### config.mk
export PLATFORM = sky130hd
export DESIGN_NAME = rv32im_bus_arbiter
export DESIGN_NICKNAME = d
export VERILOG_FILES = /design/src/design/rv32im_bus_pkg.sv /design/src/design/rv32im_bus_arbiter.sv
export VERILOG_INCLUDE_DIRS = /design/src /design/src/include
export SDC_FILE = /design/constraint.sdc
export NUM_CORES = 1
export LEC_CHECK = 0
export BUFFER_PORTS_ARGS = -buffer_cell sky130_fd_sc_hd__buf_2
export CORE_AREA = 2 2 104 106
export DETAILED_ROUTE_END_ITERATION = 12
export DIE_AREA = 0 0 106 108
export HOLD_SLACK_MARGIN = 0.02
export PLACE_DENSITY_LB_ADDON = 0.15
export SYNTH_ARGS = -nofsm -noshare
export SYNTH_HDL_FRONTEND = slang
export SYNTH_SLANG_ARGS = --single-unit
### constraint.sdc
create_clock -name clk_i -period 1.55 [get_ports clk_i]
set_input_delay 0.31 -clock clk_i [delete_from_list [all_inputs] [get_ports clk_i]]
set_output_delay 0.31 -clock clk_i [all_outputs]
set_load 0.02 [all_outputs]
### src/include/rv32im_fetch_config.svh
`ifndef RV32IM_FETCH_CONFIG_SVH
`define RV32IM_FETCH_CONFIG_SVH

// Data and address width
`define RV32IM_XLEN 32

// RAM depth in words
`define RV32IM_MEM_WORDS 256

// External interrupt lines, line n maps to cause n+1
`define RV32IM_NUM_IRQ 4

`endif

### src/design/rv32im_bus_pkg.sv
`default_nettype none

`include "rv32im_fetch_config.svh"

package rv32im_bus_pkg;

    // One bus data word
    typedef logic [`RV32IM_XLEN-1:0] word_t;

    // Word address, byte offset bits dropped
    typedef logic [`RV32IM_XLEN-3:0] word_adr_t;

    // Byte lane select
    typedef logic [3:0] sel_t;

endpackage

`default_nettype wire

### src/design/rv32im_bus_arbiter.sv
`timescale 1ns/10ps
`default_nettype none

module rv32im_bus_arbiter (
    input  wire                       clk_i,
    input  wire                       reset_i,

    // Fetch master
    input  wire                       fetch_req_i,
    input  wire                       fetch_stb_i,
    input  rv32im_bus_pkg::word_adr_t fetch_adr_i,
    input  rv32im_bus_pkg::sel_t      fetch_sel_i,
    output logic                      fetch_grant_o,
    output logic                      fetch_ack_o,
    output rv32im_bus_pkg::word_t     fetch_rdata_o,

    // Data master, higher priority
    input  wire                       dreq_i,
    input  wire                       dwe_i,
    input  rv32im_bus_pkg::word_adr_t dadr_i,
    input  rv32im_bus_pkg::word_t     ddat_i,
    output logic                      dack_o,
    output rv32im_bus_pkg::word_t     ddat_o,

    // RAM slave
    output logic                      ram_stb_o,
    output logic                      ram_we_o,
    output rv32im_bus_pkg::word_adr_t ram_adr_o,
    output rv32im_bus_pkg::word_t     ram_wdata_o,
    input  wire                       ram_ack_i,
    input  rv32im_bus_pkg::word_t     ram_rdata_i
);

    logic lock_fetch;
    logic lock_data;
    logic bus_free;
    logic data_grant;

    assign bus_free      = ~lock_fetch & ~lock_data;
    assign data_grant    = lock_data | (bus_free & dreq_i);
    assign fetch_grant_o = lock_fetch | (bus_free & ~dreq_i & fetch_req_i);

    // Owner held until its acknowledge
    always_ff @(posedge clk_i) begin
        if (reset_i || ram_ack_i) begin
            lock_fetch <= 1'b0;
            lock_data  <= 1'b0;
        end else if (bus_free) begin
            lock_data  <= dreq_i;
            lock_fetch <= ~dreq_i & fetch_req_i;
        end
    end

    // A fetch strobe with no byte lanes is no access
    assign ram_stb_o   = data_grant ? dreq_i : (fetch_grant_o & fetch_stb_i & |fetch_sel_i);
    assign ram_we_o    = data_grant & dwe_i;
    assign ram_adr_o   = data_grant ? dadr_i : fetch_adr_i;
    assign ram_wdata_o = ddat_i;

    assign dack_o        = ram_ack_i & data_grant;
    assign ddat_o        = ram_rdata_i;
    assign fetch_ack_o   = ram_ack_i & fetch_grant_o;
    assign fetch_rdata_o = ram_rdata_i;

    a_one_grant: assert property (@(posedge clk_i) disable iff (reset_i)
        !(fetch_grant_o && data_grant));

endmodule

`default_nettype wire

==> metrics.md, run 1 <==
| Metric | Value |
|---|---|
| WS Path Type | flip-flop to output pin |
| Die area | 0.0114 sq mm |
| Crit-path cells | inv_2, a21oi_4, buf_6, buf_12, mux2_4, buf_6 |
| Share of cells above drive strength 1 | 94.0% |
| Lkg Pwr | 0.896 nW |
| Gpl congestion | 0.693 |
| Post-route ant nets | 0 |
| Clk root buf | clkbuf_8 |
| Fin util | 16.9% |
| Post-synth top area share | 57.5% |
| Drt via density | 3.09 |
| P per Cell Area | 536 mW/mm^2 |
| Critical-path top delay cell | dfxtp_2 |
| Initial antenna violation count | 0 |
| Comb pwr share | 72.1% |
| Final hold viol count | 0 |
| Detail Placement HPWL | 3080 um |
| Unrepaired setup endpoints after global routing | yes |
| Syn_nets | 281 |
| Die Span Y | 108 um |
| Netlist cell types | 16 |
| Rel. slew slack | 83.4% |
| Clock net sink count | 2 |
| Crit Reg-Reg Endpoint | lock_data$_SDFFE_PP0N_ |
| Die X | 106 um |
| Reg-to-reg startpoint | lock_fetch$_SDFFE_PP0N_ |
| Post-synth EDFFs | 0 |
| CTS Buffer Depth | 2 |
| Peak VDD IR | 0.139 mV |
| Via count | 940 |
| Core Box Area | 0.0102 sq mm |
| Most common library cells after synthesis | buf_4 (96), mux2_2 (23), mux2_4 (7) |
| Worst-margin pin slew | 0.247 ns |
| Layout Area Growth over Synthesis | 37.7% |
| I/O Pins | 266 |
| Vias in the first global route | 983 |
| Setup WS pre-CTS | -0.107 ns |
| Critical Path Start Type | flip-flop |
| Seq pwr share | 6.1% |
| Largest stage delay, worst path | 0.32 ns |
| Dominant cells by area after synthesis | buf_4 (58%), mux2_2 (21%), mux2_4 (8.4%) |
| Asr flop ratio synth | 0% |
| Setup ws final | -0.273 ns |
| Fin crit period | 1.82 ns |
| Status | finished with violations |
| Inserted Clock Buffers | 3 |
| Clk pin slew, worst setup/hold paths | 0.03 ns |
| Synth Cell Area | 0.00125 sq mm |
| Design Power | 0.000924 W |
| Switching pwr | 0.000309 W |
| WHS Path Cells | 2 |
| First-pass GRT wire length | 5300 um |
| Synthesized area per cell | 8.58 sq um |
| Avg WL per Cell | 13.2 um |
| Total gr overflow | 0 |
| WP data arrival | 1.51 ns |
| PortBufs | 105 |
| Switching portion of total power | 33.4% |
| Tot GR Track Use | 6.42% |
| Hold Path Sink | lock_data$_SDFFE_PP0N_ |
| Reg2reg setup slack | 0.35 ns |
| Count leader, synth | buf_4 |
| Insertion delay to the later sink of the worst-skew pair | 0.21 ns |
| Fin crit share | 118% |
| F_max | 0.548 GHz |
| Pint | 0.000615 W |
| TritonCTS clock tree | done |
| Multi-input logic area | 537 sq um |
| Sequential fraction of the synthesis area | 3.20% |
| Drc violations | 0 |
| Pre-antenna DRT Iters | 4 |
| Final WL | 4000 um |
| H-tree levels | 1 |
| Leading area contributor after synthesis | buf_4 |
| Final Slew Violations | 0 |
| Row Count | 37 |
| Yosys warns | 0 |
| DR iter-0 viols | 9 |
| CP Data Required Time | 1.24 ns |
| Setup crit end kind | output pin |
| Number of synthesized register bits | 2 |
| # fillers | 1142 |
| Hold bufs inserted after CTS | 0 |
| R2R cell count | 7 |
| Most common cell on crit path | buf_6 |
| Worst hold path type | input port to flip-flop |
| Setup_tns | -7.38 ns |
| Top_reg_cell synth | dfxtp_1 |
| Max Clock Skew | 0.000411 ns |
| Violated checks | negative setup slack |
| Hold Path Origin | reset_i |
| Max Cap Viol | 0 |
| Gate Count Post-Synth | 146 |
| Final-stage net count | 305 |
| FF+latch area | 45.0 sq um |
| Final count of negative-setup-slack endpoints | 32 |
| Critical-path maximum fanout | 8 |
| Initial Util | 12.2% |
| Clock Power Share | 21.8% |
| Ant diodes | 0 |
| Largest net degree at the start of global routing | 9 |
[power groups by stage]
stage | sequential (W) | combinational (W) | clock (W)
floorplan | 0.0000570 | 0.000622 | 0
global placement | 0.0000575 | 0.000453 | 0
detailed placement | 0.0000574 | 0.000449 | 0
CTS | 0.0000562 | 0.000655 | 0.000212
global route | 0.0000565 | 0.000703 | 0.000218
finish | 0.0000561 | 0.000666 | 0.000202
[cell usage in the layout (no fill, tap or decap), types with 2 or more instances in the layout]
cell type | Yosys | final
clkbuf_8 | 0 | 3
buf_2 | 0 | 70
mux2_4 | 7 | 30
buf_4 | 96 | 6
buf_12 | 0 | 4
buf_6 | 3 | 37
and2b_2 | 2 | 2
inv_1 | 2 | 2
nor3_1 | 2 | 2
[layout make-up]
cell class | instances | area share, %
Clock buffer | 3 | 2.39
Inverter | 3 | 0.653
Sequential cell | 2 | 2.61
Multi-Input combinational cell | 42 | 31.1
Timing Repair Buffer | 118 | 53.3
Tap cell | 136 | 9.87
[flip-flops by register name, summed over array words and instances (netlist names)]
| signal | cells |
|---|---|
| lock_data | 1 |
| lock_fetch | 1 |
[per-layer routing]
metal	global-route usage, %	up-vias	share of wire [%]
met5	0	-	0
met4	3.48	0	4.1
met3	3.07	26	14
met2	11.5	114	50
met1	6.06	378	32
li1	-	422	-
[critical path, delay by kind of cell (launching register included)]
family	cells	cell delay, ns
buffers and inverters	4	0.49
DFF	1	0.32
muxes	1	0.32
AOI/OAI and AO/OA	1	0.16
[kinds of logic (layout without fill, tap and decap cells)]
kind of cell    after synthesis  after routing  share of synthesized area (%)
compound gates                5              5                           3.10
buf+inv                     102            124                           61.1
flops                         2              2                           3.20
mux                          30             30                           29.1
simple gates                  7              7                           3.50
[how the worst max path moves through the flow]
stage / start / endpoint / depth (start not counted)
detailed placement: dreq_i / ram_adr_o[16] / 5
CTS: lock_fetch$_SDFFE_PP0N_ / ram_adr_o[22] / 7
floorplan: lock_fetch$_SDFFE_PP0N_ / ram_adr_o[10] / 4
finish: lock_fetch$_SDFFE_PP0N_ / ram_adr_o[16] / 6
global placement: lock_fetch$_SDFFE_PP0N_ / ram_adr_o[16] / 5
global route: lock_fetch$_SDFFE_PP0N_ / ram_adr_o[16] / 6
[through the flow]
| stage | hold slack (ns) | std cells | instance area (sq um) |
|---|---|---|---|
| floorplan | 0.387 | 146 | 1250 |
| detailed placement | 0.499 | 295 | 1260 |
| global route | 0.271 | 304 | 1720 |
| finish | 0.275 | 304 | 1720 |
| global placement | 0.496 | 295 | 1260 |
| CTS | 0.267 | 305 | 1680 |
[repair_timing]
action                                  in CTS  in global routing
setup buffers                                7                  0
gates cloned                                 2                  0
endpoints found under the setup margin      34                 35
pin swaps                                    2                  2
resized for setup                           84                 21
Power figures use the tool's default switching activity.
==> run 2: changes to the inputs <==
- clock period: 1.55 -> 1.9 ns (I/O delays scaled with it)
==> run 2 against run 1 <==
Effect of this change: sequential share of layout area about the same; clock skew about the same; the run still ends with negative setup slack left; largest cell class unchanged; critical path type unchanged; flip-flop and latch count unchanged; worst hold slack improved by 0.066 ns; largest power group unchanged; first-iteration DRC count increased by 110%; routed wire length increased by 1.5%; via count increased by 1.3%; cell count decreased by 0.99%.
==> metrics.md, run 2 (same netlist as run 1, synthesis figures left out) <==
| Metric | Value |
|---|---|
| Status | finished with violations |
| Violated checks | negative setup slack |
| Via count | 952 |
| Final WL | 4060 um |
| Final Slew Violations | 0 |
| Crit Reg-Reg Endpoint | lock_data$_SDFFE_PP0N_ |
| Critical-path maximum fanout | 8 |
| Worst-margin pin slew | 0.419 ns |
| Lkg Pwr | 0.863 nW |
| Total gr overflow | 0 |
| Setup ws final | -0.0108 ns |
| Setup crit end kind | output pin |
| Share of cells above drive strength 1 | 93.3% |
| Commonest cells after routing, fill and taps aside | buf_2 (76), mux2_4 (29), buf_6 (28), buf_4 (6), buf_12 (4) |
| Fin crit share | 101% |
| Critical Path Start Type | flip-flop |
| DR iter-0 viols | 19 |
| CTS Buffer Depth | 2 |
| Die area | 0.0114 sq mm |
| Crit path to | ram_adr_o[8] |
| Max Clock Skew | 0.000498 ns |
| Avg WL per Cell | 13.5 um |
| H-tree levels | 1 |
| Core Box Area | 0.0102 sq mm |
| P per Cell Area | 445 mW/mm^2 |
| Vias in the first global route | 1036 |
| Final-stage net count | 302 |
| Worst hold path type | input port to flip-flop |
| Drt via density | 3.16 |
| Biggest regs | lock_data (1), lock_fetch (1) |
| I/O Pins | 266 |
| Inserted Clock Buffers | 3 |
| Largest net degree at the start of global routing | 9 |
| Initial Util | 12.2% |
| Commonest non-fill, non-tap cell in the layout | buf_2 |
| First-pass GRT wire length | 5530 um |
| Row Count | 37 |
| Tot GR Track Use | 6.62% |
| Clk root buf | clkbuf_8 |
| F_max | 0.523 GHz |
| WP data arrival | 1.53 ns |
| Ant diodes | 0 |
| Final hold viol count | 0 |
| Post-route ant nets | 0 |
| DP Area | 0.00122 sq mm |
| Die Span Y | 108 um |
| Post-route cell area | 0.00164 sq mm |
| GRT met2 Usage | 12.6% |
| TritonCTS clock tree | done |
| Setup WS pre-CTS | 0.0892 ns |
| Insertion delay to the later sink of the worst-skew pair | 0.21 ns |
| Final count of negative-setup-slack endpoints | 4 |
| Die X | 106 um |
| Gpl congestion | 0.679 |
| Clock net sink count | 2 |
| Pre-antenna DRT Iters | 2 |
| # fillers | 1156 |
| Global-route layer with the greatest usage | met2 |
| Fin crit period | 1.91 ns |
| Detail Placement HPWL | 3090 um |
| Critical path startpoint | lock_fetch$_SDFFE_PP0N_ |
| Max Cap Viol | 0 |
| Reg-to-reg startpoint | lock_fetch$_SDFFE_PP0N_ |
| PortBufs | 105 |
| Unrepaired setup endpoints after global routing | yes |
| CP Data Required Time | 1.52 ns |
| Met3 Use GR | 2.95% |
| Initial antenna violation count | 0 |
| Drc violations | 0 |
| Clk pin slew, worst setup/hold paths | 0.03 ns |
| Reg2reg setup slack | 0.78 ns |
| Layout Area Growth over Synthesis | 31.2% |
| R2R cell count | 6 |
| Met1 Track Usage GR | 5.85% |
| WS Path Type | flip-flop to output pin |
| Rel. slew slack | 72.1% |
| Peak VDD IR | 0.117 mV |
-- run 2: cell types whose count changed in the layout (fill, tap and decap cells not counted), sizes merged --
cell,delta
buf,-3
-- run 2: layer usage --
layer,vias up,wire [um]
li1,415,-
met1,394,1240
met2,117,2090
met3,26,558
met4,0,165
met5,-,0
-- run 2: report_power, final --
part / internal (W) / switching, W
logic: 0.000303 / 0.000215
registers: 0.0000446 / 0.00000274
clock network: 0.000134 / 0.0000310
total: 0.000482 / 0.000249
-- run 2: worst min-delay path by stage --
| stage | start | cells past startpoint | slack [ns] | endpoint |
|---|---|---|---|---|
| after global routing | reset_i | 2 | 0.35 | lock_fetch$_SDFFE_PP0N_ |
| after CTS | reset_i | 2 | 0.34 | lock_data$_SDFFE_PP0N_ |
| final | reset_i | 2 | 0.34 | lock_data$_SDFFE_PP0N_ |
| after detailed placement | reset_i | 2 | 0.56 | lock_data$_SDFFE_PP0N_ |
| after global placement | reset_i | 2 | 0.57 | lock_fetch$_SDFFE_PP0N_ |
| after floorplan | reset_i | 1 | 0.46 | lock_data$_SDFFE_PP0N_ |
-- run 2: final cells by class --
class / count / area (sq um) / share of cell area, %
sequential: 2 / 42.5 / 2.59
inverter: 3 / 11.3 / 0.685
timing repair buffer: 115 / 848 / 51.6
clock buffer: 3 / 41.3 / 2.51
multi-input combinational: 42 / 529 / 32.2
tap: 136 / 170 / 10.4
-- run 2: worst max-delay path, cell delays in order, from the launching register on --
cell and delay, ns:
dfxtp_2 0.34, inv_2 0.06, a21oi_4 0.18, buf_12 0.15, buf_12 0.14, mux2_4 0.32, buf_6 0.13
-- run 2: per-stage QoR --
stage | setup TNS (ns) | power, W | utilization, % | instances | hold slack, ns
4_1_cts | -0.884 | 0.000742 | 15.9 | 302 | 0.337
3_5_place_dp | 0 | 0.000406 | 11.9 | 290 | 0.565
2_1_floorplan | 0 | 0.000554 | - | 146 | 0.457
6_report | -0.0236 | 0.000731 | 16.1 | 301 | 0.341
3_3_place_gp | 0 | 0.000409 | 11.9 | 290 | 0.567
5_1_grt | -1.26 | 0.000773 | 16.1 | 301 | 0.354
-- run 2: timing repair --
action                                  4_1_cts  5_1_grt
resized for setup                            74       12
pin swaps                                     1        1
cloned                                        2        0
hold buffers                                  0        0
endpoints found under the setup margin       27       32
setup buffers                                 8        0
