**config.mk**
```make
export PLATFORM = sky130hd
export DESIGN_NAME = rv32im_prefetch
export DESIGN_NICKNAME = d
export VERILOG_FILES = /design/src/design/rv32im_bus_pkg.sv /design/src/design/rv32im_prefetch.sv
export VERILOG_INCLUDE_DIRS = /design/src /design/src/include
export SDC_FILE = /design/constraint.sdc
export NUM_CORES = 1
export LEC_CHECK = 0
export BUFFER_PORTS_ARGS = -buffer_cell sky130_fd_sc_hd__buf_2
export CAP_MARGIN = 20
export CELL_PAD_IN_SITES_DETAIL_PLACEMENT = 1
export CELL_PAD_IN_SITES_GLOBAL_PLACEMENT = 2
export CORE_ASPECT_RATIO = 1.5
export CORE_MARGIN = 3
export CORE_UTILIZATION = 30
export CTS_CLUSTER_DIAMETER = 150
export DETAILED_ROUTE_END_ITERATION = 7
export PLACE_DENSITY = 0.85
export SLEW_MARGIN = 20
export SYNTH_ARGS = -nofsm -noshare
export SYNTH_HDL_FRONTEND = slang
export SYNTH_SLANG_ARGS = --single-unit
```
**constraint.sdc**
```tcl
create_clock -name clk_i -period 9.5 [get_ports clk_i]
set_clock_uncertainty 0.05 [all_clocks]
set_input_delay 0 -clock clk_i [delete_from_list [all_inputs] [get_ports clk_i]]
set_output_delay 0 -clock clk_i [all_outputs]
set_load 0.01 [all_outputs]
```
**src/include/rv32im_fetch_config.svh**
```systemverilog
`ifndef RV32IM_FETCH_CONFIG_SVH
`define RV32IM_FETCH_CONFIG_SVH

// Data and address width
`define RV32IM_XLEN 32

// RAM depth in words
`define RV32IM_MEM_WORDS 256

// External interrupt lines, line n maps to cause n+1
`define RV32IM_NUM_IRQ 4

`endif

```
**src/design/rv32im_bus_pkg.sv**
```systemverilog
`default_nettype none

`include "rv32im_fetch_config.svh"

package rv32im_bus_pkg;

    // One bus data word
    typedef logic [`RV32IM_XLEN-1:0] word_t;

    // Word address, byte offset bits dropped
    typedef logic [`RV32IM_XLEN-3:0] word_adr_t;

    // Byte lane select
    typedef logic [3:0] sel_t;

endpackage

`default_nettype wire

```
**src/design/rv32im_prefetch.sv**
```systemverilog
`timescale 1ns/10ps
`default_nettype none

`include "rv32im_fetch_config.svh"

module rv32im_prefetch (
    input  wire                       clk_i,
    input  wire                       reset_i,
    input  rv32im_bus_pkg::word_t     program_counter_i,

    input  wire                       advance_i,
    output logic                      data_ready_o,
    output rv32im_bus_pkg::word_t     instruction_o,

    // Arbitration
    output logic                      ctrl_req_o,
    input  wire                       ctrl_grant_i,

    // Bus master side
    input  rv32im_bus_pkg::word_t     master_dat_i,
    input  wire                       ack_i,
    input  wire                       err_i,
    output rv32im_bus_pkg::word_adr_t adr_o,
    output logic                      cyc_o,
    output logic                      stb_o,
    output rv32im_bus_pkg::sel_t      sel_o,

    // Vector table
    input  wire                       interrupt_trigger_i,
    input  rv32im_bus_pkg::word_t     vtable_addr_i,
    input  rv32im_bus_pkg::word_t     vtable_offset_i,
    output rv32im_bus_pkg::word_t     interrupt_pc_o,
    output logic                      interrupt_pc_write_o,

    output logic                      initialized_o
);

    import rv32im_bus_pkg::*;

    logic vtable_done;
    logic irq_latched;
    logic vtable_cycle;
    logic start_vtable;
    logic start_fetch;
    logic bus_done;

    // Instruction fetches always read a full word
    assign sel_o = '1;
    assign cyc_o = stb_o;

    // Pending interrupt held until its vector is published
    always_ff @(posedge clk_i) begin
        if (reset_i) begin
            irq_latched <= 1'b0;
        end else if (interrupt_pc_write_o) begin
            irq_latched <= 1'b0;
        end else if (interrupt_trigger_i) begin
            irq_latched <= 1'b1;
        end
    end

    // Reset vector first, then interrupts take the next advance
    assign start_vtable = ~ctrl_req_o & ~interrupt_pc_write_o
                        & (~vtable_done | (advance_i & irq_latched));
    assign start_fetch  = ~ctrl_req_o & vtable_done & advance_i
                        & ~(irq_latched & ~interrupt_pc_write_o);
    assign bus_done     = ctrl_req_o & ctrl_grant_i & (ack_i | err_i);

    always_ff @(posedge clk_i) begin
        if (reset_i) begin
            ctrl_req_o           <= 1'b0;
            stb_o                <= 1'b0;
            vtable_cycle         <= 1'b0;
            vtable_done          <= 1'b0;
            data_ready_o         <= 1'b0;
            interrupt_pc_write_o <= 1'b0;
            initialized_o        <= 1'b0;
        end else begin
            data_ready_o         <= 1'b0;
            interrupt_pc_write_o <= 1'b0;
            if (start_vtable) begin
                ctrl_req_o   <= 1'b1;
                stb_o        <= 1'b1;
                vtable_cycle <= 1'b1;
            end else if (start_fetch) begin
                ctrl_req_o   <= 1'b1;
                stb_o        <= 1'b1;
                vtable_cycle <= 1'b0;
            end else if (bus_done) begin
                ctrl_req_o <= 1'b0;
                stb_o      <= 1'b0;
                // An error ends the cycle with nothing published
                if (ack_i && vtable_cycle) begin
                    interrupt_pc_write_o <= 1'b1;
                    vtable_done          <= 1'b1;
                end else if (ack_i) begin
                    data_ready_o  <= 1'b1;
                    initialized_o <= 1'b1;
                end
            end
        end
    end

    // Address and returned data
    always_ff @(posedge clk_i) begin
        if (start_vtable) begin
            adr_o <= vtable_addr_i[`RV32IM_XLEN-1:2] + vtable_offset_i[`RV32IM_XLEN-1:2];
        end else if (start_fetch) begin
            adr_o <= program_counter_i[`RV32IM_XLEN-1:2];
        end
        if (bus_done && ack_i && vtable_cycle) begin
            interrupt_pc_o <= master_dat_i;
        end
        if (bus_done && ack_i && !vtable_cycle) begin
            instruction_o <= master_dat_i;
        end
    end

    // Strobe, request and address held until the bus cycle ends
    a_stb_held: assert property (@(posedge clk_i) disable iff (reset_i)
        stb_o && !bus_done |=> stb_o && ctrl_req_o && $stable(adr_o));

    a_pc_write_pulse: assert property (@(posedge clk_i) disable iff (reset_i)
        interrupt_pc_write_o |=> !interrupt_pc_write_o);

endmodule

`default_nettype wire

```
==> metrics.md, run 1 <==
| Metric | Value |
|---|---|
| Final hold violations | 0 |
| CTS max path bufs | 2 |
| Fill cells | 1916 |
| Worst min path class | primary input to flop |
| Post-CTS Setup Bufs | 0 |
| DR pass1 iterations | 4 |
| Layout cells sized above 1 | 35.0% |
| Final min period | 2.53 ns |
| Vias per inst | 4.86 |
| F_max | 396 MHz |
| Status | completed |
| Clk sink count | 101 |
| CP Data Required Time | 9.53 ns |
| Primary FF master, synth | edfxtp_1 |
| Post-synthesis compound-gate area fraction | 16.7% |
| R2R setup slack | 7.41 ns |
| Worst Path Arrival | 2.55 ns |
| Hold wc startpoint | vtable_offset_i[2] |
| Tot GR Track Use | 17.4% |
| Reg-to-reg endpoint | adr_o[29]$_DFFE_PP_ |
| WL/cell | 17.7 um |
| Leakage power | 3.22 nW |
| Vias in the first global route | 4953 |
| Clock root cell | clkbuf_16 |
| Number of diodes | 0 |
| Largest family of logic cells by synthesized area | compound AO/OA/AOI/OAI gates |
| Post-synthesis async set-or-reset flop share | 0% |
| Setup violations, final | 0 |
| Worst skew pair latency | 0.34 ns |
| Seq/Total Area, Yosys | 57.6% |
| Largest net degree at the start of global routing | 60 |
| Number of synthesized flops with an enable pin | 94 |
| Most frequent cells in the layout | 228 x buf_2, 94 x edfxtp_1, 67 x dlygate4sd3_1 |
| Core box area | 0.0168 mm^2 |
| Post-Synth Simple-Gate Area | 11.5% |
| Syn Area/Cell | 11.5 um^2 |
| Starting DRT DRC Count | 199 |
| Dpl ws | 6.62 ns |
| Power per cell area | 156 mW/mm^2 |
| Post-Synthesis Cell Area | 0.00514 mm^2 |
| Final worst path period share | 26.6% |
| CP Launch Type | primary input |
| Post-synth top area cell | edfxtp_1 |
| Initial antenna violation count | 0 |
| Depth of the worst register-to-register path | 6 |
| Drt total wl | 16.9 mm |
| Post-synth top area share | 54.9% |
| Part of the power in registers | 46.1% |
| Initial Util | 30.7% |
| Die W | 113 um |
| Grt ovf | 0 |
| Vias | 4650 |
| Global-route wire length before repair | 25.8 mm |
| H-tree depth | 3 |
| Antenna viol nets, final | 0 |
| Reg clk slew, reported paths | 0.07 ns |
| HPWL Detailed | 13.2 mm |
| Pint | 0.834 mW |
| Number of max-cap violations | 0 |
| RR Startpoint | cyc_o$_SDFFE_PP0P_ |
| Clock group share of total power | 29.5% |
| Max-slew headroom | 53.0% |
| WS Path Type | primary input to flop |
| Total Power | 1.17 mW |
| Total CTS buffers | 9 |
| Final Max Slew Viols | 0 |
| Post-Syn Instances | 449 |
| Synth Area in XOR/XNOR | 4.09% |
| Worst hold margin | 0.0152 ns |
| RSZ-0062 raised after global routing | false |
| Combinational power share | 24.4% |
| Fin nets | 906 |
| Row cnt | 58 |
| Final worst slack | 6.97 ns |
| Distinct cells, synth | 51 |
| Core Util, Final | 44.6% |
| Die area | 0.0188 mm^2 |
| Synth Area in Adders | 7.44% |
| Synth warnings | 0 |
| CP Capture Type | flop |
| CP max FO | 5 |
| Die height | 166 um |
| Commonest non-fill, non-tap cell in the layout | buf_2 |
| Port bufs | 228 |
| Gpl congestion | 0.848 |
| Worst IR drop on VDD | 111 uV |
| Worst Hold Path EP | adr_o[0]$_DFFE_PP_ |
| Area grow syn2layout | 45.2% |
| #FFs+latches synth | 101 |
| Slew @ Worst Pin | 0.703 ns |
| Resized cells post-CTS | 0 |
| Total negative slack | 0 ns |
| Hold depth | 4 |
| Number of remaining DRC errors | 0 |
| Sw power | 0.334 mW |
| IO Count | 239 |
| Mux cell area share after synthesis | 0% |
| Sw Ratio | 28.6% |
| CTS tree | done |
| Top cells by area, synth | edfxtp_1 55%, ha_1 7.1%, nand2_1 4.2% |
## metrics by stage
stage,cell area (um^2),instances
floorplan,5160,452
global placement,6490,872
CTS,7450,955
finish,7470,956
detailed placement,6490,872
global route,7470,956
## registers in the layout (all words and copies together), names as in the netlist
signal,cells
cyc_o,1
data_ready_o,1
adr_o,30
irq_latched,1
vtable_cycle,1
initialized_o,1
vtable_done,1
interrupt_pc_o,32
interrupt_pc_write_o,1
instruction_o,32
## worst max-delay path by stage
stage | start | to | depth (start not counted)
after floorplan | interrupt_pc_write_o$_SDFF_PP0_ | adr_o[0]$_DFFE_PP_ | 2
after global placement | vtable_addr_i[2] | adr_o[26]$_DFFE_PP_ | 10
after detailed placement | vtable_addr_i[2] | adr_o[26]$_DFFE_PP_ | 10
after CTS | vtable_addr_i[2] | adr_o[26]$_DFFE_PP_ | 10
after global routing | vtable_addr_i[2] | adr_o[26]$_DFFE_PP_ | 10
final | vtable_addr_i[2] | adr_o[26]$_DFFE_PP_ | 10
## cell families (layout without fill, tap and decap cells)
group	count (synthesis)	count (layout)
AO/OA/AOI/OAI	134	134
AND/OR/NAND/NOR	131	131
flip-flops	101	101
adder cells (fa/ha/maj)	30	30
buffers and inverters	28	322
XOR/XNOR	24	24
other	1	4
## cell usage after synthesis, drive strengths merged (5+ instances only)
cell and number:
nand2 58, xnor2 11, a31oi 5, edfxtp 94, o211ai 6, or2 5
and3 5, buf 11, a21o 13, nor2 29, o21ai 42, a21oi 33
dfxtp 7, a211oi 12, nor3 9, nand3 12, inv 8, clkbuf 9
xor2 13, ha 29
## per-layer routing
| layer | routed length, um | GRT usage [%] | share of wire [%] | vias up |
|---|---|---|---|---|
| li1 | - | - | - | 2260 |
| met3 | 1250 | 4.41 | 7.4 | 27 |
| met4 | 459 | 6.54 | 2.7 | 0 |
| met1 | 6370 | 18.5 | 38 | 2175 |
| met2 | 8800 | 32.3 | 52 | 188 |
| met5 | 0 | 0 | 0 | - |
## power by group through the flow
| stage | Sequential (mW) | Clock (mW) | Combinational [mW] |
|---|---|---|---|
| after floorplan | 0.566 | 0 | 0.137 |
| after global placement | 0.548 | 0 | 0.258 |
| after detailed placement | 0.549 | 0 | 0.263 |
| after CTS | 0.539 | 0.358 | 0.285 |
| after global routing | 0.542 | 0.379 | 0.316 |
| final | 0.539 | 0.345 | 0.285 |
## worst max-delay path, stage by stage
cell	delay [ns]
buf_2	0.10
ha_1	0.24
fa_1	0.44
a211oi_1	0.34
o211ai_1	0.28
a21oi_1	0.37
a211oi_1	0.19
a211oi_1	0.30
xor2_1	0.21
o21ai_1	0.08
## cell type report
| type | count | area, um^2 | share of cell area [%] |
|---|---|---|---|
| sequential | 101 | 2960 | 39.7 |
| timing repair buffer | 298 | 1850 | 24.7 |
| inverter | 8 | 30.0 | 0.402 |
| tap | 210 | 263 | 3.52 |
| clock buffer | 9 | 225 | 3.02 |
| clock inverter | 7 | 65.1 | 0.871 |
| multi-input combinational | 323 | 2080 | 27.8 |
## what timing repair did
item | in CTS | in global routing
endpoints found under the hold margin | 98 | 0
setup endpoints to repair | 0 | 0
hold buffers | 67 | 0
(Power assumes the default switching activity.)
==> run 2, diff against run 1 <==
--- a/config.mk
+++ b/config.mk
@@ -6,16 +6,17 @@
 export SDC_FILE = /design/constraint.sdc
 export NUM_CORES = 1
 export LEC_CHECK = 0
+export ABC_AREA = 1
 export BUFFER_PORTS_ARGS = -buffer_cell sky130_fd_sc_hd__buf_2
 export CAP_MARGIN = 20
 export CELL_PAD_IN_SITES_DETAIL_PLACEMENT = 1
 export CELL_PAD_IN_SITES_GLOBAL_PLACEMENT = 2
 export CORE_ASPECT_RATIO = 1.5
 export CORE_MARGIN = 3
-export CORE_UTILIZATION = 30
+export CORE_UTILIZATION = 27
 export CTS_CLUSTER_DIAMETER = 150
 export DETAILED_ROUTE_END_ITERATION = 7
-export PLACE_DENSITY = 0.85
+export PLACE_DENSITY = 0.81
 export SLEW_MARGIN = 20
 export SYNTH_ARGS = -nofsm -noshare
 export SYNTH_HDL_FRONTEND = slang
==> constraint.sdc (replaced) <==
create_clock -name clk_i -period 2.6 [get_ports clk_i]
set_clock_uncertainty 0.05 [all_clocks]
set_input_delay 0 -clock clk_i [delete_from_list [all_inputs] [get_ports clk_i]]
set_output_delay 0 -clock clk_i [all_outputs]
set_load 0.01 [all_outputs]
==> run 2 against run 1 <==
Critical path depth up 2. Non-clock buffer count is 6 higher. Clock power increased to 4.1 times the previous value. Largest cell class unchanged. Largest power group unchanged.
==> metrics.md, run 2 <==
| Metric | Value |
|---|---|
| Placed cells | 1141 (was 872) |
| Clk sink count | 101 (unchanged) |
| Total CTS buffers | 9 (unchanged) |
| Status | completed (unchanged) |
| Post-synthesis async set-or-reset flop share | 0% (unchanged) |
| H-tree depth | 3 (unchanged) |
| Starting DRT DRC Count | 219 (was 199) |
| Distinct cells, synth | 33 (was 51) |
| R2R setup slack | 0.58 ns (was 7.41 ns) |
| Worst hold margin | 0.0201 ns (was 0.0152 ns) |
| Die height | 183 um (was 166 um) |
| Max-slew headroom | 55.7% (was 53.0%) |
| Largest net degree at the start of global routing | 46 (was 60) |
| Commonest cells post-synth | 239 x nand2_1, 94 x edfxtp_1, 88 x inv_1 (was 94 x edfxtp_1, 58 x nand2_1, 32 x a21oi_1) |
| WP buf/inv | 2 (was 1) |
| Vias per inst | 4.43 (was 4.86) |
| Reg-to-reg endpoint | adr_o[17]$_DFFE_PP_ (was adr_o[29]$_DFFE_PP_) |
| Row cnt | 64 (was 58) |
| Total negative slack | 0 ns (unchanged) |
| WS Path Type | primary input to flop (unchanged) |
| Post-CTS Setup Bufs | 0 (unchanged) |
| CP Launch Type | primary input (unchanged) |
| #FFs+latches synth | 101 (unchanged) |
| CP max stage cell | dlygate4sd3_1 (was fa_1) |
| Number of diodes | 0 (unchanged) |
| CTS tree | done (unchanged) |
| Synth warnings | 0 (unchanged) |
| IO Count | 239 (unchanged) |
| Depth of the worst register-to-register path | 5 (was 6) |
| CP Data Required Time | 2.66 ns (was 9.53 ns) |
| Die W | 124 um (was 113 um) |
| Final hold violations | 0 (unchanged) |
| Seq/Total Area, Yosys | 52.4% (was 57.6%) |
| Finished Layout Cells | 1226 (was 956) |
| Layout cells sized above 1 | 29.2% (was 35.0%) |
| Final worst path period share | 86.8% |
| Max incr delay on CP | 0.54 ns (was 0.44 ns) |
| Fin nets | 1122 (was 906) |
| CP Capture Type | flop (unchanged) |
| Hold depth | 4 (unchanged) |
| F_max | 443 MHz |
| Largest registers | instruction_o: 32 flops, interrupt_pc_o: 32 flops, adr_o: 30 flops (unchanged) |
| Reg clk slew, reported paths | 0.07 ns (about the same) |
| CP max FO | 5 (unchanged) |
| Port bufs | 228 (unchanged) |
| Post-Synthesis Cell Area | 0.00565 mm^2 (was 0.00514 mm^2) |
| Design area | 0.00813 mm^2 (was 0.00747 mm^2) |
| Fill cells | 2491 (was 1916) |
| Gpl congestion | 0.792 (was 0.848) |
| Antenna viol nets, final | 0 (unchanged) |
| Initial Util | 27.6% (was 30.7%) |
| WL/cell | 16.9 um (was 17.7 um) |
| Worst skew pair latency | 0.35 ns (was 0.34 ns) |
| Worst Path Arrival | 2.31 ns (was 2.55 ns) |
| Commonest non-fill, non-tap cell in the layout | nand2_1 (was buf_2) |
| Leakage power | 3.95 nW (was 3.22 nW) |
| Slew @ Worst Pin | 0.660 ns (was 0.703 ns) |
| Placed inst area | 0.00713 mm^2 (was 0.00649 mm^2) |
| CP startpoint | vtable_offset_i[2] (was vtable_addr_i[2]) |
| Top cells by area, synth | edfxtp_1 50%, nand2_1 16%, ha_1 6.4% (was edfxtp_1 55%, ha_1 7.1%, nand2_1 4.2%) |
| Most frequent cells in the layout | 239 x nand2_1, 228 x buf_2, 94 x edfxtp_1 (was 228 x buf_2, 94 x edfxtp_1, 67 x dlygate4sd3_1) |
| Syn Area/Cell | 8.70 um^2 (was 11.5 um^2) |
| Number of synthesized flops with an enable pin | 94 (unchanged) |
| Post-synth top area share | 49.9% (was 54.9%) |
| Post-synth top area cell | edfxtp_1 (unchanged) |
| Global-route wire length before repair | 30.7 mm (was 25.8 mm) |
| Clock root cell | clkbuf_16 (unchanged) |
| Final min period | 2.26 ns |
| Die area | 0.0227 mm^2 (was 0.0188 mm^2) |
| RSZ-0062 raised after global routing | false (unchanged) |
| Drt total wl | 20.7 mm (was 16.9 mm) |
| HPWL Detailed | 15.9 mm (was 13.2 mm) |
| Number of remaining DRC errors | 0 (unchanged) |
| Largest delay share family, worst path | simple AND/OR/NAND/NOR gates (was compound AO/OA/AOI/OAI gates) |
| Worst min path class | primary input to flop (unchanged) |
| Cell mode on critical path | nand2_1 (was a211oi_1) |
| Worst Setup EP | adr_o[22]$_DFFE_PP_ (was adr_o[26]$_DFFE_PP_) |
| Worst IR drop on VDD | 257 uV (was 111 uV) |
| Initial antenna violation count | 0 (unchanged) |
| Number of max-cap violations | 0 (unchanged) |
| Post-Syn Instances | 650 (was 449) |
| Vias | 5435 (was 4650) |
| Stages on worst setup path | 12 (was 10) |
| Power per cell area | 550 mW/mm^2 (was 156 mW/mm^2) |
| Core box area | 0.0205 mm^2 (was 0.0168 mm^2) |
| Area grow syn2layout | 43.7% (was 45.2%) |
| Setup violations, final | 0 (unchanged) |
| Total Power | 4.47 mW (was 1.17 mW) |
| Grt ovf | 0 (unchanged) |
| Tot GR Track Use | 18.0% (was 17.4%) |
| Final Max Slew Viols | 0 (unchanged) |
| Vias in the first global route | 5788 (was 4953) |
| CTS max path bufs | 2 (unchanged) |
| Primary FF master, synth | edfxtp_1 (unchanged) |
| Crit-path cells | dlygate4sd3_1, buf_2, ha_1, fa_1, nand3_1, nand3_2, nand2_1, nand2_1, nand2_1, nand4_1, nand3_1, nand2_1 (was buf_2, ha_1, fa_1, a211oi_1, o211ai_1, a21oi_1, a211oi_1, a211oi_1, xor2_1, o21ai_1) |
| RR Startpoint | cyc_o$_SDFFE_PP0P_ (unchanged) |
| Most used standard cell by instance count after synthesis | nand2_1 (was edfxtp_1) |
| DR pass1 iterations | 4 (unchanged) |
## run 2: tightest hold or removal path, stage by stage
cell     delay, ns
buf_2         0.10
nand4_1       0.13
nand2_1       0.09
a21oi_1       0.05
## run 2: cell type report
class / count / area, um^2 / share of cell area (%)
inverters: 91 / 342 / 4.20
well taps: 264 / 330 / 4.07
clock buffers: 9 / 225 / 2.77
clock inverters: 7 / 81.3 / 1.00
flip-flops and latches: 101 / 2960 / 36.5
multi-input cells: 450 / 2300 / 28.3
repair buffers: 304 / 1880 / 23.2
## run 2: metal layers
layer	vias up	part of all wire [%]	global-route usage (%)
met1	2514	37	18.5
met5	-	0	0
li1	2703	-	-
met4	0	1.9	5.66
met2	196	55	35.7
met3	22	6.5	3.42
## run 2: how the worst min path moves through the flow
stage | start | slack (ns) | end
final | advance_i | 0.02 | vtable_cycle$_SDFFE_PP0P_
after global routing | err_i | 0.05 | data_ready_o$_SDFF_PP0_
after CTS | advance_i | 0.009 | vtable_cycle$_SDFFE_PP0P_
after detailed placement | master_dat_i[13] | 0.14 | interrupt_pc_o[13]$_DFFE_PP_
after global placement | master_dat_i[29] | 0.14 | interrupt_pc_o[29]$_DFFE_PP_
after floorplan | reset_i | 0.02 | vtable_cycle$_SDFFE_PP0P_
## run 2: repair_timing
item / 4_1_cts / 5_1_grt
endpoints found under the hold margin: 101 / 0
gates resized for setup: 0 / 0
setup endpoints to repair: 0 / 0
hold buffers: 69 / 0
## run 2: kinds of logic after synthesis
logic type,Yosys count,share of synthesized area (%)
flops,101,52.4
fa+ha+maj,30,6.77
simple gates,358,27.0
xor+xnor,14,2.17
compound gates,44,4.40
buf+inv,102,7.19
other cells,1,0.0663
## run 2: through the flow
stage | setup WS [ns] | utilization (%)
after floorplan | 0.0436 | -
after global placement | 0.488 | 34.8
after detailed placement | 0.458 | 34.8
after CTS | 0.340 | 39.6
after global routing | 0.219 | 39.6
final | 0.344 | 39.6
## run 2: where the power goes
part	leakage, nW	internal (mW)	switching (mW)	total (mW)
registers	0.939	1.92	0.0336	1.95
logic	2.87	0.441	0.648	1.09
clock network	0.146	0.763	0.663	1.43
total	3.95	3.12	1.34	4.47
