===== config.mk =====
export PLATFORM = sky130hd
export DESIGN_NAME = rv32im_irq_regs
export DESIGN_NICKNAME = d
export VERILOG_FILES = /design/src/design/rv32im_bus_pkg.sv /design/src/design/rv32im_irq_pkg.sv /design/src/design/rv32im_irq_regs.sv
export VERILOG_INCLUDE_DIRS = /design/src /design/src/include
export SDC_FILE = /design/constraint.sdc
export NUM_CORES = 1
export LEC_CHECK = 0
export BUFFER_PORTS_ARGS = -buffer_cell sky130_fd_sc_hd__buf_4
export CORE_UTILIZATION = 35
export DETAILED_ROUTE_END_ITERATION = 8
export PLACE_DENSITY = 0.67
export SETUP_SLACK_MARGIN = 0.1
export SLEW_MARGIN = 15
export SYNTH_ARGS = -nofsm -noshare
export SYNTH_HDL_FRONTEND = slang
export SYNTH_SLANG_ARGS = --single-unit

===== constraint.sdc =====
create_clock -name clk_i -period 1.2 [get_ports clk_i]
set_input_delay 0.18 -clock clk_i [delete_from_list [all_inputs] [get_ports clk_i]]
set_output_delay 0.18 -clock clk_i [all_outputs]
set_load 0.005 [all_outputs]

===== src/include/rv32im_fetch_config.svh =====
`ifndef RV32IM_FETCH_CONFIG_SVH
`define RV32IM_FETCH_CONFIG_SVH

// Data and address width
`define RV32IM_XLEN 32

// RAM depth in words
`define RV32IM_MEM_WORDS 256

// External interrupt lines, line n maps to cause n+1
`define RV32IM_NUM_IRQ 4

`endif


===== src/design/rv32im_bus_pkg.sv =====
`default_nettype none

`include "rv32im_fetch_config.svh"

package rv32im_bus_pkg;

    // One bus data word
    typedef logic [`RV32IM_XLEN-1:0] word_t;

    // Word address, byte offset bits dropped
    typedef logic [`RV32IM_XLEN-3:0] word_adr_t;

    // Byte lane select
    typedef logic [3:0] sel_t;

endpackage

`default_nettype wire


===== src/design/rv32im_irq_pkg.sv =====
`default_nettype none

package rv32im_irq_pkg;

    // Index into the vector table
    typedef logic [2:0] cause_t;

    // Slot 0 holds the reset vector
    localparam cause_t CAUSE_RESET = 3'd0;

endpackage

`default_nettype wire


===== src/design/rv32im_irq_regs.sv =====
`timescale 1ns/10ps
`default_nettype none

`include "rv32im_fetch_config.svh"

module rv32im_irq_regs (
    input  wire                          clk_i,
    input  wire                          reset_i,
    input  wire                          cfg_we_i,
    input  wire                          cfg_sel_i,
    input  rv32im_bus_pkg::word_t        cfg_data_i,
    input  wire [`RV32IM_NUM_IRQ-1:0]    irq_lines_i,
    input  wire                          initialized_i,
    input  wire                          pc_write_i,
    output rv32im_bus_pkg::word_t        vtable_base_o,
    output rv32im_bus_pkg::word_t        vtable_offset_o,
    output logic                         irq_trigger_o
);

    import rv32im_irq_pkg::*;

    logic [`RV32IM_NUM_IRQ-1:0] enable_q;
    logic [`RV32IM_NUM_IRQ-1:0] lines_q;
    logic [`RV32IM_NUM_IRQ-1:0] pending_q;
    logic [`RV32IM_NUM_IRQ-1:0] active;
    logic [`RV32IM_NUM_IRQ-1:0] clr_mask;
    cause_t                     sel_cause;
    cause_t                     offset_cause;

    always_ff @(posedge clk_i) begin
        if (reset_i) begin
            vtable_base_o <= '0;
            enable_q      <= '0;
        end else if (cfg_we_i) begin
            if (cfg_sel_i) begin
                enable_q <= cfg_data_i[`RV32IM_NUM_IRQ-1:0];
            end else begin
                vtable_base_o <= cfg_data_i;
            end
        end
    end

    assign active = pending_q & enable_q;

    // Lowest pending enabled cause wins
    always_comb begin
        sel_cause = CAUSE_RESET;
        clr_mask  = '0;
        for (int i = `RV32IM_NUM_IRQ - 1; i >= 0; i--) begin
            if (active[i]) begin
                sel_cause   = cause_t'(i + 1);
                clr_mask    = '0;
                clr_mask[i] = 1'b1;
            end
        end
    end

    // Rising edges set pending, serviced cause cleared on the PC write
    always_ff @(posedge clk_i) begin
        if (reset_i) begin
            lines_q   <= '0;
            pending_q <= '0;
        end else begin
            lines_q   <= irq_lines_i;
            pending_q <= (pending_q & ~((pc_write_i && initialized_i) ? clr_mask : '0))
                       | (irq_lines_i & ~lines_q);
        end
    end

    // Reset slot until the first fetch has gone through
    assign offset_cause    = initialized_i ? sel_cause : CAUSE_RESET;
    assign vtable_offset_o = {{(`RV32IM_XLEN - $bits(cause_t) - 2){1'b0}}, offset_cause, 2'b00};
    assign irq_trigger_o   = |active;

endmodule

`default_nettype wire


==> impl_metrics.env, run 1 <==
export IMPL_seq_power_share=0.540
export IMPL_min_path_cells=2
export IMPL_fp_coreArea_mm2=0.00485
export IMPL_holdCritStartpoint="irq_lines_i[0]"
export IMPL_pre_cts_ws_ns=-0.0910
export IMPL_violations="setup timing"
export IMPL_timing_hold_ws_ns=0.104
export IMPL_power_internal_mw=2.19
export IMPL_grt_pass1_vias=1521
export IMPL_reg2reg_slack_ns=-0.21
export IMPL_cts_tree="done"
export IMPL_setup_worst_path_start_class="flip-flop"
export IMPL_io_pins=107
export IMPL_fin_crit_ns=1.58
export IMPL_irDropWorstVdd_uv=662
export IMPL_cts_made_buffers=5
export IMPL_period_share=1.31
export IMPL_whs_endpoint="lines_q[0]"
export IMPL_clock_sinks=44
export IMPL_syn_avg_cell_area_um2=8.02
export IMPL_vias=1664
export IMPL_switching_power_mw=0.726
export IMPL_rsz0062_at_grt="true"
export IMPL_ys_seq_area_frac=0.486
export IMPL_cp_data_arrival_time_ns=1.40
export IMPL_ys_seq_elements=44
export IMPL_reg2regPathDepth=6
export IMPL_crit_type="flip-flop to output port"
export IMPL_mappedNetlistArea_mm2=0.00181
export IMPL_cp_end_kind="output port"
export IMPL_ant_nets=0
export IMPL_power_leakage_nw=1.20
export IMPL_worst_path_max_fanout=2
export IMPL_worst_r2r_endpoint="pending_q[3]"
export IMPL_wl_per_cell_um=11.0
export IMPL_root_buffer="clkbuf_8"
export IMPL_grt_pass1_wl_mm=6.44
export IMPL_pwr_share_clk=0.303
export IMPL_initial_core_util=0.374
export IMPL_hpwl_mm=2.96
export IMPL_cts_htree_levels=2
export IMPL_via_per_inst=4.36
export IMPL_gp_congestion=0.778
export IMPL_clkTransAtPathRegs_ns=0.08
export IMPL_rows=25
export IMPL_diodes=0
export IMPL_power_total_mw=2.91
export IMPL_synthCells=226
export IMPL_nets=357
export IMPL_drt_initial_drc_count=39
export IMPL_swShare=0.249
export IMPL_drv_cap=0
export IMPL_gr_total_overflow=0
export IMPL_grt_max_degree=28
export IMPL_area_delta_synth_final_pct=42.5
export IMPL_hold_path_class="input pin to flip-flop"
export IMPL_cts_hold_buf=0
export IMPL_slew_viol_final=0
export IMPL_antenna_found_initial=0
export IMPL_cp_required_ns=1.02
export IMPL_io_buffer_count=77
export IMPL_ys_types=20
export IMPL_clock_latency_ns=0.29
export IMPL_drt_first_pass_iters=4
export IMPL_setup_violations=5
export IMPL_r2r_start="pending_q[1]"
export IMPL_yosys_warnings=0
export IMPL_die_width_um=73.9
export IMPL_postLayoutCellArea_mm2=0.00258
export IMPL_hold_viol=0
export IMPL_postRouteWirelength_mm=4.19
export IMPL_power_density_mw_per_mm2=1130
export IMPL_drive_gt1_frac=0.356
export IMPL_die_y_um=73.9
export IMPL_place_area_mm2=0.00242
export IMPL_clockBufferDepth=2
export IMPL_die_area_mm2=0.00547
export IMPL_drc=0
export IMPL_setup_ws_ns=-0.378
export IMPL_p_comb_frac=0.157
export IMPL_status="complete, but fails checks"
export IMPL_fin_skew_ns=0.00501
export IMPL_timing_fmax_ghz=0.634
export IMPL_globalRouteTotalUtil=0.156
sequential cells by signal, summed over array words and instances, names as in the netlist:
register / cells
pending_q: 4
vtable_base_o: 32
lines_q: 4
enable_q: 4
cells in the final DEF (no fill, tap or decap), types with 2 or more instances in the layout:
cell / instances
buf_4: 88
nand2_1: 72
dfxtp_1: 40
a21oi_1: 37
conb_1: 29
nand3_1: 6
nor2b_1: 5
clkbuf_8: 5
inv_1: 4
dfxtp_2: 4
buf_6: 4
nand2_4: 2
a32o_1: 2
buf_12: 2
logic make-up (layout without fill, tap and decap cells):
| logic type | after synthesis | count (layout) | share of synthesized area |
|---|---|---|---|
| and+or+nand+nor | 94 | 94 | 0.218 |
| DFF | 44 | 44 | 0.486 |
| buffers and inverters | 44 | 105 | 0.162 |
| AOI/OAI and AO/OA | 43 | 43 | 0.132 |
| other | 1 | 29 | 0.00207 |
timing repair:
item,CTS,global route
endpoints found under the setup margin,5,7
pin swaps,5,3
setup buffers,3,3
resized for setup,14,3
cloned,0,0
worst max-delay path: stages (launching register included):
cell and delay (ns):
dfxtp_2 0.32, a222oi_1 0.33, buf_4 0.17, and4_4 0.20
buf_6 0.09
synthesized netlist by cell type:
| cell | count | area share |
|---|---|---|
| nand2_1 | 75 | 0.16 |
| dfxtp_1 | 44 | 0.49 |
| a21oi_1 | 38 | 0.10 |
| buf_4 | 32 | 0.13 |
| nand3_1 | 7 | 0.019 |
| buf_2 | 6 | 0.017 |
| nor2b_1 | 6 | 0.021 |
| inv_1 | 4 | 0.0083 |
| a32o_1 | 2 | 0.011 |
| clkbuf_1 | 2 | 0.0041 |
| a21boi_0 | 1 | 0.0041 |
| a222oi_1 | 1 | 0.0055 |
| a32o_2 | 1 | 0.0062 |
| and2_1 | 1 | 0.0035 |
| and4_2 | 1 | 0.0055 |
| conb_1 | 1 | 0.0021 |
| nand2b_1 | 1 | 0.0035 |
| nand4_1 | 1 | 0.0035 |
| nand4b_1 | 1 | 0.0048 |
| nor2_1 | 1 | 0.0021 |
routing by layer:
layer | GRT usage | vias up | part of all wire
li1 | - | 851 | -
met1 | 0.181 | 739 | 0.42
met2 | 0.258 | 67 | 0.48
met3 | 0.0705 | 7 | 0.094
met4 | 0.0513 | 0 | 0.012
met5 | 0 | - | 0
power by group through the flow:
stage | sequential (mW) | clock (mW) | combinational, mW
global placement | 1.60 | 0 | 0.431
detailed placement | 1.60 | 0 | 0.435
global route | 1.58 | 0.967 | 0.511
CTS | 1.57 | 0.908 | 0.452
finish | 1.57 | 0.884 | 0.456
floorplan | 1.61 | 0 | 0.235
stage by stage:
step | util | TNS, ns | std cells
6_report | 0.532 | -1.08 | 382
5_1_grt | 0.532 | -1.35 | 382
4_1_cts | 0.528 | -0.931 | 380
3_5_place_dp | 0.499 | -0.128 | 370
3_3_place_gp | 0.499 | -0.103 | 370
2_1_floorplan | - | 0 | 254
worst max-delay path by stage:
| stage | to | slack [ns] | start |
|---|---|---|---|
| after global placement | vtable_offset_o[4] | -0.09 | enable_q[1] |
| final | vtable_offset_o[4] | -0.38 | pending_q[1] |
| after CTS | vtable_offset_o[4] | -0.41 | pending_q[1] |
| after floorplan | vtable_offset_o[4] | 0.03 | enable_q[1] |
| after detailed placement | vtable_offset_o[4] | -0.09 | enable_q[1] |
| after global routing | vtable_offset_o[4] | -0.43 | pending_q[1] |
final cells by class:
type                       instances  area (um^2)
inverter                           4         15.0
multi-input combinational        166          773
clock buffer                       6         72.6
sequential                        44          886
tap                               67         83.8
clock inverter                     1         5.00
timing repair buffer              94          746
fill                             487         2270
(Power assumes the default switching activity.)
==> run 2: changes to the inputs <==
--- a/config.mk
+++ b/config.mk
@@ -7,9 +7,12 @@
 export NUM_CORES = 1
 export LEC_CHECK = 0
 export BUFFER_PORTS_ARGS = -buffer_cell sky130_fd_sc_hd__buf_4
-export CORE_UTILIZATION = 35
+export CELL_PAD_IN_SITES_DETAIL_PLACEMENT = 2
+export CELL_PAD_IN_SITES_GLOBAL_PLACEMENT = 2
+export CORE_MARGIN = 3
+export CORE_UTILIZATION = 20
 export DETAILED_ROUTE_END_ITERATION = 8
-export PLACE_DENSITY = 0.67
+export PLACE_DENSITY = 0.73
 export SETUP_SLACK_MARGIN = 0.1
 export SLEW_MARGIN = 15
 export SYNTH_ARGS = -nofsm -noshare
==> run 2 against run 1 <==
- the run still ends with setup timing left
- non-clock buffer count shrank 3
- final cell count grew 10%
- clock power increased by 12%
- global-route usage shrank 4.9 points
- count of clock-buffer cells in the layout is 1 higher
- clock skew is 0.0014 ns lower
- total power up 3.9%
- maximum frequency down 1.8%
- core utilization decreased by 23 points
- worst hold slack gained 0.0094 ns
- critical path depth stayed put
- largest power group unchanged
- highest routed layer unchanged
==> impl_metrics.env, run 2 (same netlist as run 1, synthesis figures left out) <==
export IMPL_drv_cap=0
export IMPL_io_pins=107
export IMPL_wl_per_cell_um=13.4
export IMPL_timing_fmax_ghz=0.622
export IMPL_holdCritStartpoint="irq_lines_i[0]"
export IMPL_fillers=1042
export IMPL_cts_tree="done"
export IMPL_cts_hold_buf=0
export IMPL_drc=0
export IMPL_setup_ws_ns=-0.407
export IMPL_die_width_um=101
export IMPL_period_share=1.34
export IMPL_rows=34
export IMPL_power_density_mw_per_mm2=1160
export IMPL_crit_type="flip-flop to output port"
export IMPL_cp_data_arrival_time_ns=1.43
export IMPL_power_total_mw=3.03
export IMPL_violations="setup timing"
export IMPL_root_buffer="clkbuf_8"
export IMPL_r2r_start="enable_q[1]"
export IMPL_min_path_cells=2
export IMPL_irDropWorstVdd_uv=377
export IMPL_globalRouteTotalUtil=0.107
export IMPL_cts_made_buffers=5
export IMPL_postRouteWirelength_mm=5.66
export IMPL_initial_core_util=0.207
export IMPL_setup_worst_path_start_class="flip-flop"
export IMPL_final_common_cell="buf_4"
export IMPL_fin_skew_ns=0.00363
export IMPL_hpwl_mm=4.17
export IMPL_nets=354
export IMPL_whs_endpoint="lines_q[0]"
export IMPL_fin_crit_ns=1.61
export IMPL_grt_max_degree=33
export IMPL_largest_register="vtable_base_o"
export IMPL_hold_path_class="input pin to flip-flop"
export IMPL_setup_violations=5
export IMPL_cp_end_kind="output port"
export IMPL_slew_viol_final=0
export IMPL_clockBufferDepth=2
export IMPL_gp_congestion=0.817
export IMPL_worst_r2r_endpoint="pending_q[3]"
export IMPL_clock_latency_ns=0.29
export IMPL_fp_coreArea_mm2=0.00876
export IMPL_via_per_inst=4.06
export IMPL_fin_util=0.298
export IMPL_place_area_mm2=0.00246
export IMPL_clkTransAtPathRegs_ns=0.08
export IMPL_status="complete, but fails checks"
export IMPL_tns_ns=-1.17
export IMPL_diodes=0
export IMPL_grt_pass1_wl_mm=8.65
export IMPL_hold_viol=0
export IMPL_drive_gt1_frac=0.358
export IMPL_ant_nets=0
export IMPL_power_leakage_nw=1.19
export IMPL_gr_total_overflow=0
export IMPL_vias=1710
export IMPL_timing_hold_ws_ns=0.113
export IMPL_die_y_um=101
export IMPL_antenna_found_initial=0
export IMPL_cp_required_ns=1.02
export IMPL_rsz0062_at_grt="true"
export IMPL_mostFrequentLayoutCells="buf_4, nand2_1, dfxtp_1"
export IMPL_clock_sinks=44
export IMPL_worst_path_max_fanout=2
export IMPL_area_delta_synth_final_pct=44.0
export IMPL_drt_first_pass_iters=4
export IMPL_io_buffer_count=77
export IMPL_postLayoutCellArea_mm2=0.00261
export IMPL_pre_cts_ws_ns=-0.106
export IMPL_reg2reg_slack_ns=-0.16
export IMPL_reg2regPathDepth=5
export IMPL_die_area_mm2=0.0102
export IMPL_largest_register_ffs=32
export IMPL_grt_pass1_vias=1815
export IMPL_cts_htree_levels=2
export IMPL_final_cells=421
export IMPL_drt_initial_drc_count=18
export IMPL_dp_cells=411
run 2: final cells by class:
type / count / area [um^2] / share of cell area
flip-flops and latches: 44 / 888 / 0.341
well taps: 108 / 135 / 0.0518
clock inverters: 1 / 7.51 / 0.00288
inverters: 4 / 15.0 / 0.00576
clock buffers: 7 / 86.3 / 0.0331
multi-input cells: 166 / 769 / 0.295
repair buffers: 91 / 707 / 0.271
run 2: critical path, stage by stage (launching register included):
cell      delay, ns
dfxtp_2        0.33
a222oi_1       0.33
buf_4          0.18
and4_4         0.21
buf_6          0.09
run 2: routing by layer:
metal	wire length [um]	vias up	GRT usage
met5	0	-	0
met4	13	0	0.0297
met3	399	3	0.0324
met2	2960	61	0.197
met1	2280	806	0.119
li1	-	840	-
run 2: worst max-delay path by stage:
stage	from	to	slack [ns]	cells after the start
2_1_floorplan	enable_q[1]	vtable_offset_o[4]	0.03	2
3_3_place_gp	enable_q[1]	vtable_offset_o[4]	-0.09	4
3_5_place_dp	enable_q[1]	vtable_offset_o[4]	-0.11	4
4_1_cts	pending_q[1]	vtable_offset_o[4]	-0.40	4
5_1_grt	enable_q[1]	vtable_offset_o[4]	-0.48	4
6_report	enable_q[1]	vtable_offset_o[4]	-0.41	4
run 2: power by group:
| part | total, mW | switching (mW) | internal (mW) |
|---|---|---|---|
| sequential | 1.58 | 0.0419 | 1.54 |
| clock | 0.987 | 0.518 | 0.469 |
| combinational | 0.461 | 0.217 | 0.244 |
run 2: what timing repair did:
action | 4_1_cts | 5_1_grt
pin swaps | 3 | 5
setup endpoints to repair | 5 | 7
gates resized for setup | 16 | 4
setup buffers | 3 | 3
==> run 3: changes to the inputs <==
--- a/config.mk
+++ b/config.mk
@@ -6,6 +6,7 @@
 export SDC_FILE = /design/constraint.sdc
 export NUM_CORES = 1
 export LEC_CHECK = 0
+export ABC_AREA = 1
 export BUFFER_PORTS_ARGS = -buffer_cell sky130_fd_sc_hd__buf_4
 export CELL_PAD_IN_SITES_DETAIL_PLACEMENT = 2
 export CELL_PAD_IN_SITES_GLOBAL_PLACEMENT = 2
==> constraint.sdc (replaced) <==
create_clock -name clk_i -period 1.2 [get_ports clk_i]
set_input_delay 0.18 -clock clk_i [delete_from_list [all_inputs] [get_ports clk_i]]
set_output_delay 0.18 -clock clk_i [all_outputs]
set_load 0.02 [all_outputs]
==> run 3 against run 2 <==
- the run still ends with setup timing left
- flip-flop and latch count is the same
- final cell count grew 3.3%
- synthesized cell count grew 8.4%
- total power grew 4.4%
- cell area shrank 0.38%
- highest routed layer unchanged
- core utilization shrank 0.40 points
- largest power group unchanged
- sequential power grew 3%
==> impl_metrics.env, run 3 <==
export IMPL_power_leakage_nw=1.33
export IMPL_synth_commonest_cells="nor2_1, dfxtp_1, o21ai_0"
export IMPL_power_density_mw_per_mm2=1220
export IMPL_diodes=0
export IMPL_drc=0
export IMPL_antenna_found_initial=0
export IMPL_crit_type="flip-flop to output port"
export IMPL_setup_violations=4
export IMPL_clock_latency_ns=0.29
export IMPL_final_common_cell="buf_4"
export IMPL_drt_initial_drc_count=21
export IMPL_grt_pass1_wl_mm=9.00
export IMPL_fin_crit_ns=1.33
export IMPL_slew_viol_final=0
export IMPL_cp_data_arrival_time_ns=1.15
export IMPL_grt_pass1_vias=1844
export IMPL_dp_cells=422
export IMPL_synth_ff_type="dfxtp_1"
export IMPL_postLayoutCellArea_mm2=0.00260
export IMPL_irDropWorstVdd_uv=414
export IMPL_ys_seq_elements=44
export IMPL_seq_power_share=0.515
export IMPL_r2r_start="enable_q[0]"
export IMPL_cts_hold_buf=0
export IMPL_startpoint="enable_q[2]"
export IMPL_drt_first_pass_iters=4
export IMPL_clock_sinks=44
export IMPL_grt_max_degree=33
export IMPL_violations="setup timing"
export IMPL_period_share=1.11
export IMPL_hold_path_class="input pin to flip-flop"
export IMPL_final_cells=435
export IMPL_yosys_area_top_type="dfxtp_1"
export IMPL_holdCritStartpoint="cfg_data_i[30]"
export IMPL_area_delta_synth_final_pct=40.0
export IMPL_vias=1745
export IMPL_synth_top_area_frac=0.474
export IMPL_place_area_mm2=0.00241
export IMPL_rows=34
export IMPL_die_y_um=102
export IMPL_setup_ws_ns=-0.135
export IMPL_clockBufferDepth=2
export IMPL_die_width_um=102
export IMPL_fin_util=0.294
export IMPL_ant_nets=0
export IMPL_cp_required_ns=1.02
export IMPL_synth_edf_count=0
export IMPL_root_buffer="clkbuf_8"
export IMPL_p_comb_frac=0.209
export IMPL_hpwl_mm=4.27
export IMPL_die_area_mm2=0.0105
export IMPL_cts_tree="done"
export IMPL_gp_congestion=0.719
export IMPL_pwr_share_clk=0.276
export IMPL_initial_core_util=0.210
export IMPL_swShare=0.295
export IMPL_setup_worst_path_start_class="flip-flop"
export IMPL_cp_end_kind="output port"
export IMPL_io_pins=107
export IMPL_hold_viol=0
export IMPL_io_buffer_count=77
export IMPL_nets=369
export IMPL_largest_register="vtable_base_o"
export IMPL_wl_per_cell_um=13.1
export IMPL_worst_path_max_fanout=2
export IMPL_fp_coreArea_mm2=0.00885
export IMPL_timing_fmax_ghz=0.749
export IMPL_via_per_inst=4.01
export IMPL_switching_power_mw=0.932
export IMPL_globalRouteTotalUtil=0.109
export IMPL_gr_total_overflow=0
export IMPL_largest_register_ffs=32
export IMPL_status="complete, but fails checks"
export IMPL_synthCells=245
export IMPL_rsz0062_at_grt="true"
export IMPL_cts_htree_levels=2
export IMPL_drive_gt1_frac=0.355
export IMPL_mappedNetlistArea_mm2=0.00186
export IMPL_clkTransAtPathRegs_ns=0.08
export IMPL_syn_avg_cell_area_um2=7.58
export IMPL_fin_skew_ns=0.00269
export IMPL_synth_area_leaders="dfxtp_1, nor2_1, buf_4"
export IMPL_power_internal_mw=2.23
export IMPL_drv_cap=0
export IMPL_cts_made_buffers=5
export IMPL_postRouteWirelength_mm=5.72
export IMPL_mostFrequentLayoutCells="buf_4, nor2_1, dfxtp_1"
export IMPL_ys_types=17
export IMPL_slew_headroom=0.626
export IMPL_synth_most_common_cell="nor2_1"
export IMPL_worst_pin_slew_ns=0.560
export IMPL_yosys_warnings=0
export IMPL_ys_seq_area_frac=0.474
export IMPL_async_flop_share=0
## run 3: area by class of cell
class | instances | area, um^2
Sequential cell | 44 | 891
Inverter | 18 | 70.1
Clock buffer | 6 | 72.6
Fill cell | 1097 | 6250
Tap cell | 108 | 135
Clock inverter | 1 | 5.00
Timing Repair Buffer | 86 | 649
Multi-Input combinational cell | 172 | 776
## run 3: per-layer routing
layer / global-route usage / up-vias / wire [um]
met5: 0 / - / 0
met4: 0.0272 / 0 / 26
met3: 0.0307 / 4 / 350
met2: 0.203 / 53 / 3150
met1: 0.120 / 825 / 2190
li1: - / 863 / -
## run 3: timing repair
action | in CTS | in global routing
pin swaps | 2 | 1
endpoints found under the setup margin | 4 | 7
resized for setup | 16 | 9
buffers inserted | 6 | 0
## run 3: logic make-up (layout without fill, tap and decap cells)
group,after synthesis,count (layout),synth area share
other,1,29,0.00202
buffers and inverters,57,111,0.199
flip-flops,44,44,0.474
AO/OA/AOI/OAI,40,40,0.108
AND/OR/NAND/NOR,103,103,0.216
## run 3: worst paths after layout
check,endpoint,slack (ns),cells after the start
worst max-delay path,vtable_offset_o[2],-0.13,5
worst min-delay path,vtable_base_o[30],0.11,3
worst max register to register,pending_q[3],0.17,7
worst min register to register,pending_q[0],0.42,1
## run 3: power by group through the flow
stage               Clock, mW  Sequential (mW)  Combinational, mW
CTS                     0.938             1.62              0.661
floorplan                   0             1.72              0.346
detailed placement          0             1.65              0.638
global placement            0             1.64              0.625
finish                  0.872             1.63              0.660
global route             1.01             1.64              0.733
## run 3: critical path, cell delays in order, from the launching register on
cell and delay (ns):
dfxtp_2 0.36, nand2_4 0.06, a21oi_2 0.15, nor2_1 0.06, nor2_1 0.09, buf_4 0.15
## run 3: through the flow
step | power (mW) | setup WS, ns | setup TNS [ns] | hold slack [ns]
after floorplan | 2.07 | 0.114 | 0 | 0.263
after global placement | 2.27 | 0.0894 | 0 | 0.404
after detailed placement | 2.29 | 0.0499 | 0 | 0.412
after CTS | 3.22 | -0.155 | -0.475 | 0.104
after global routing | 3.38 | -0.237 | -0.776 | 0.102
final | 3.16 | -0.135 | -0.395 | 0.112
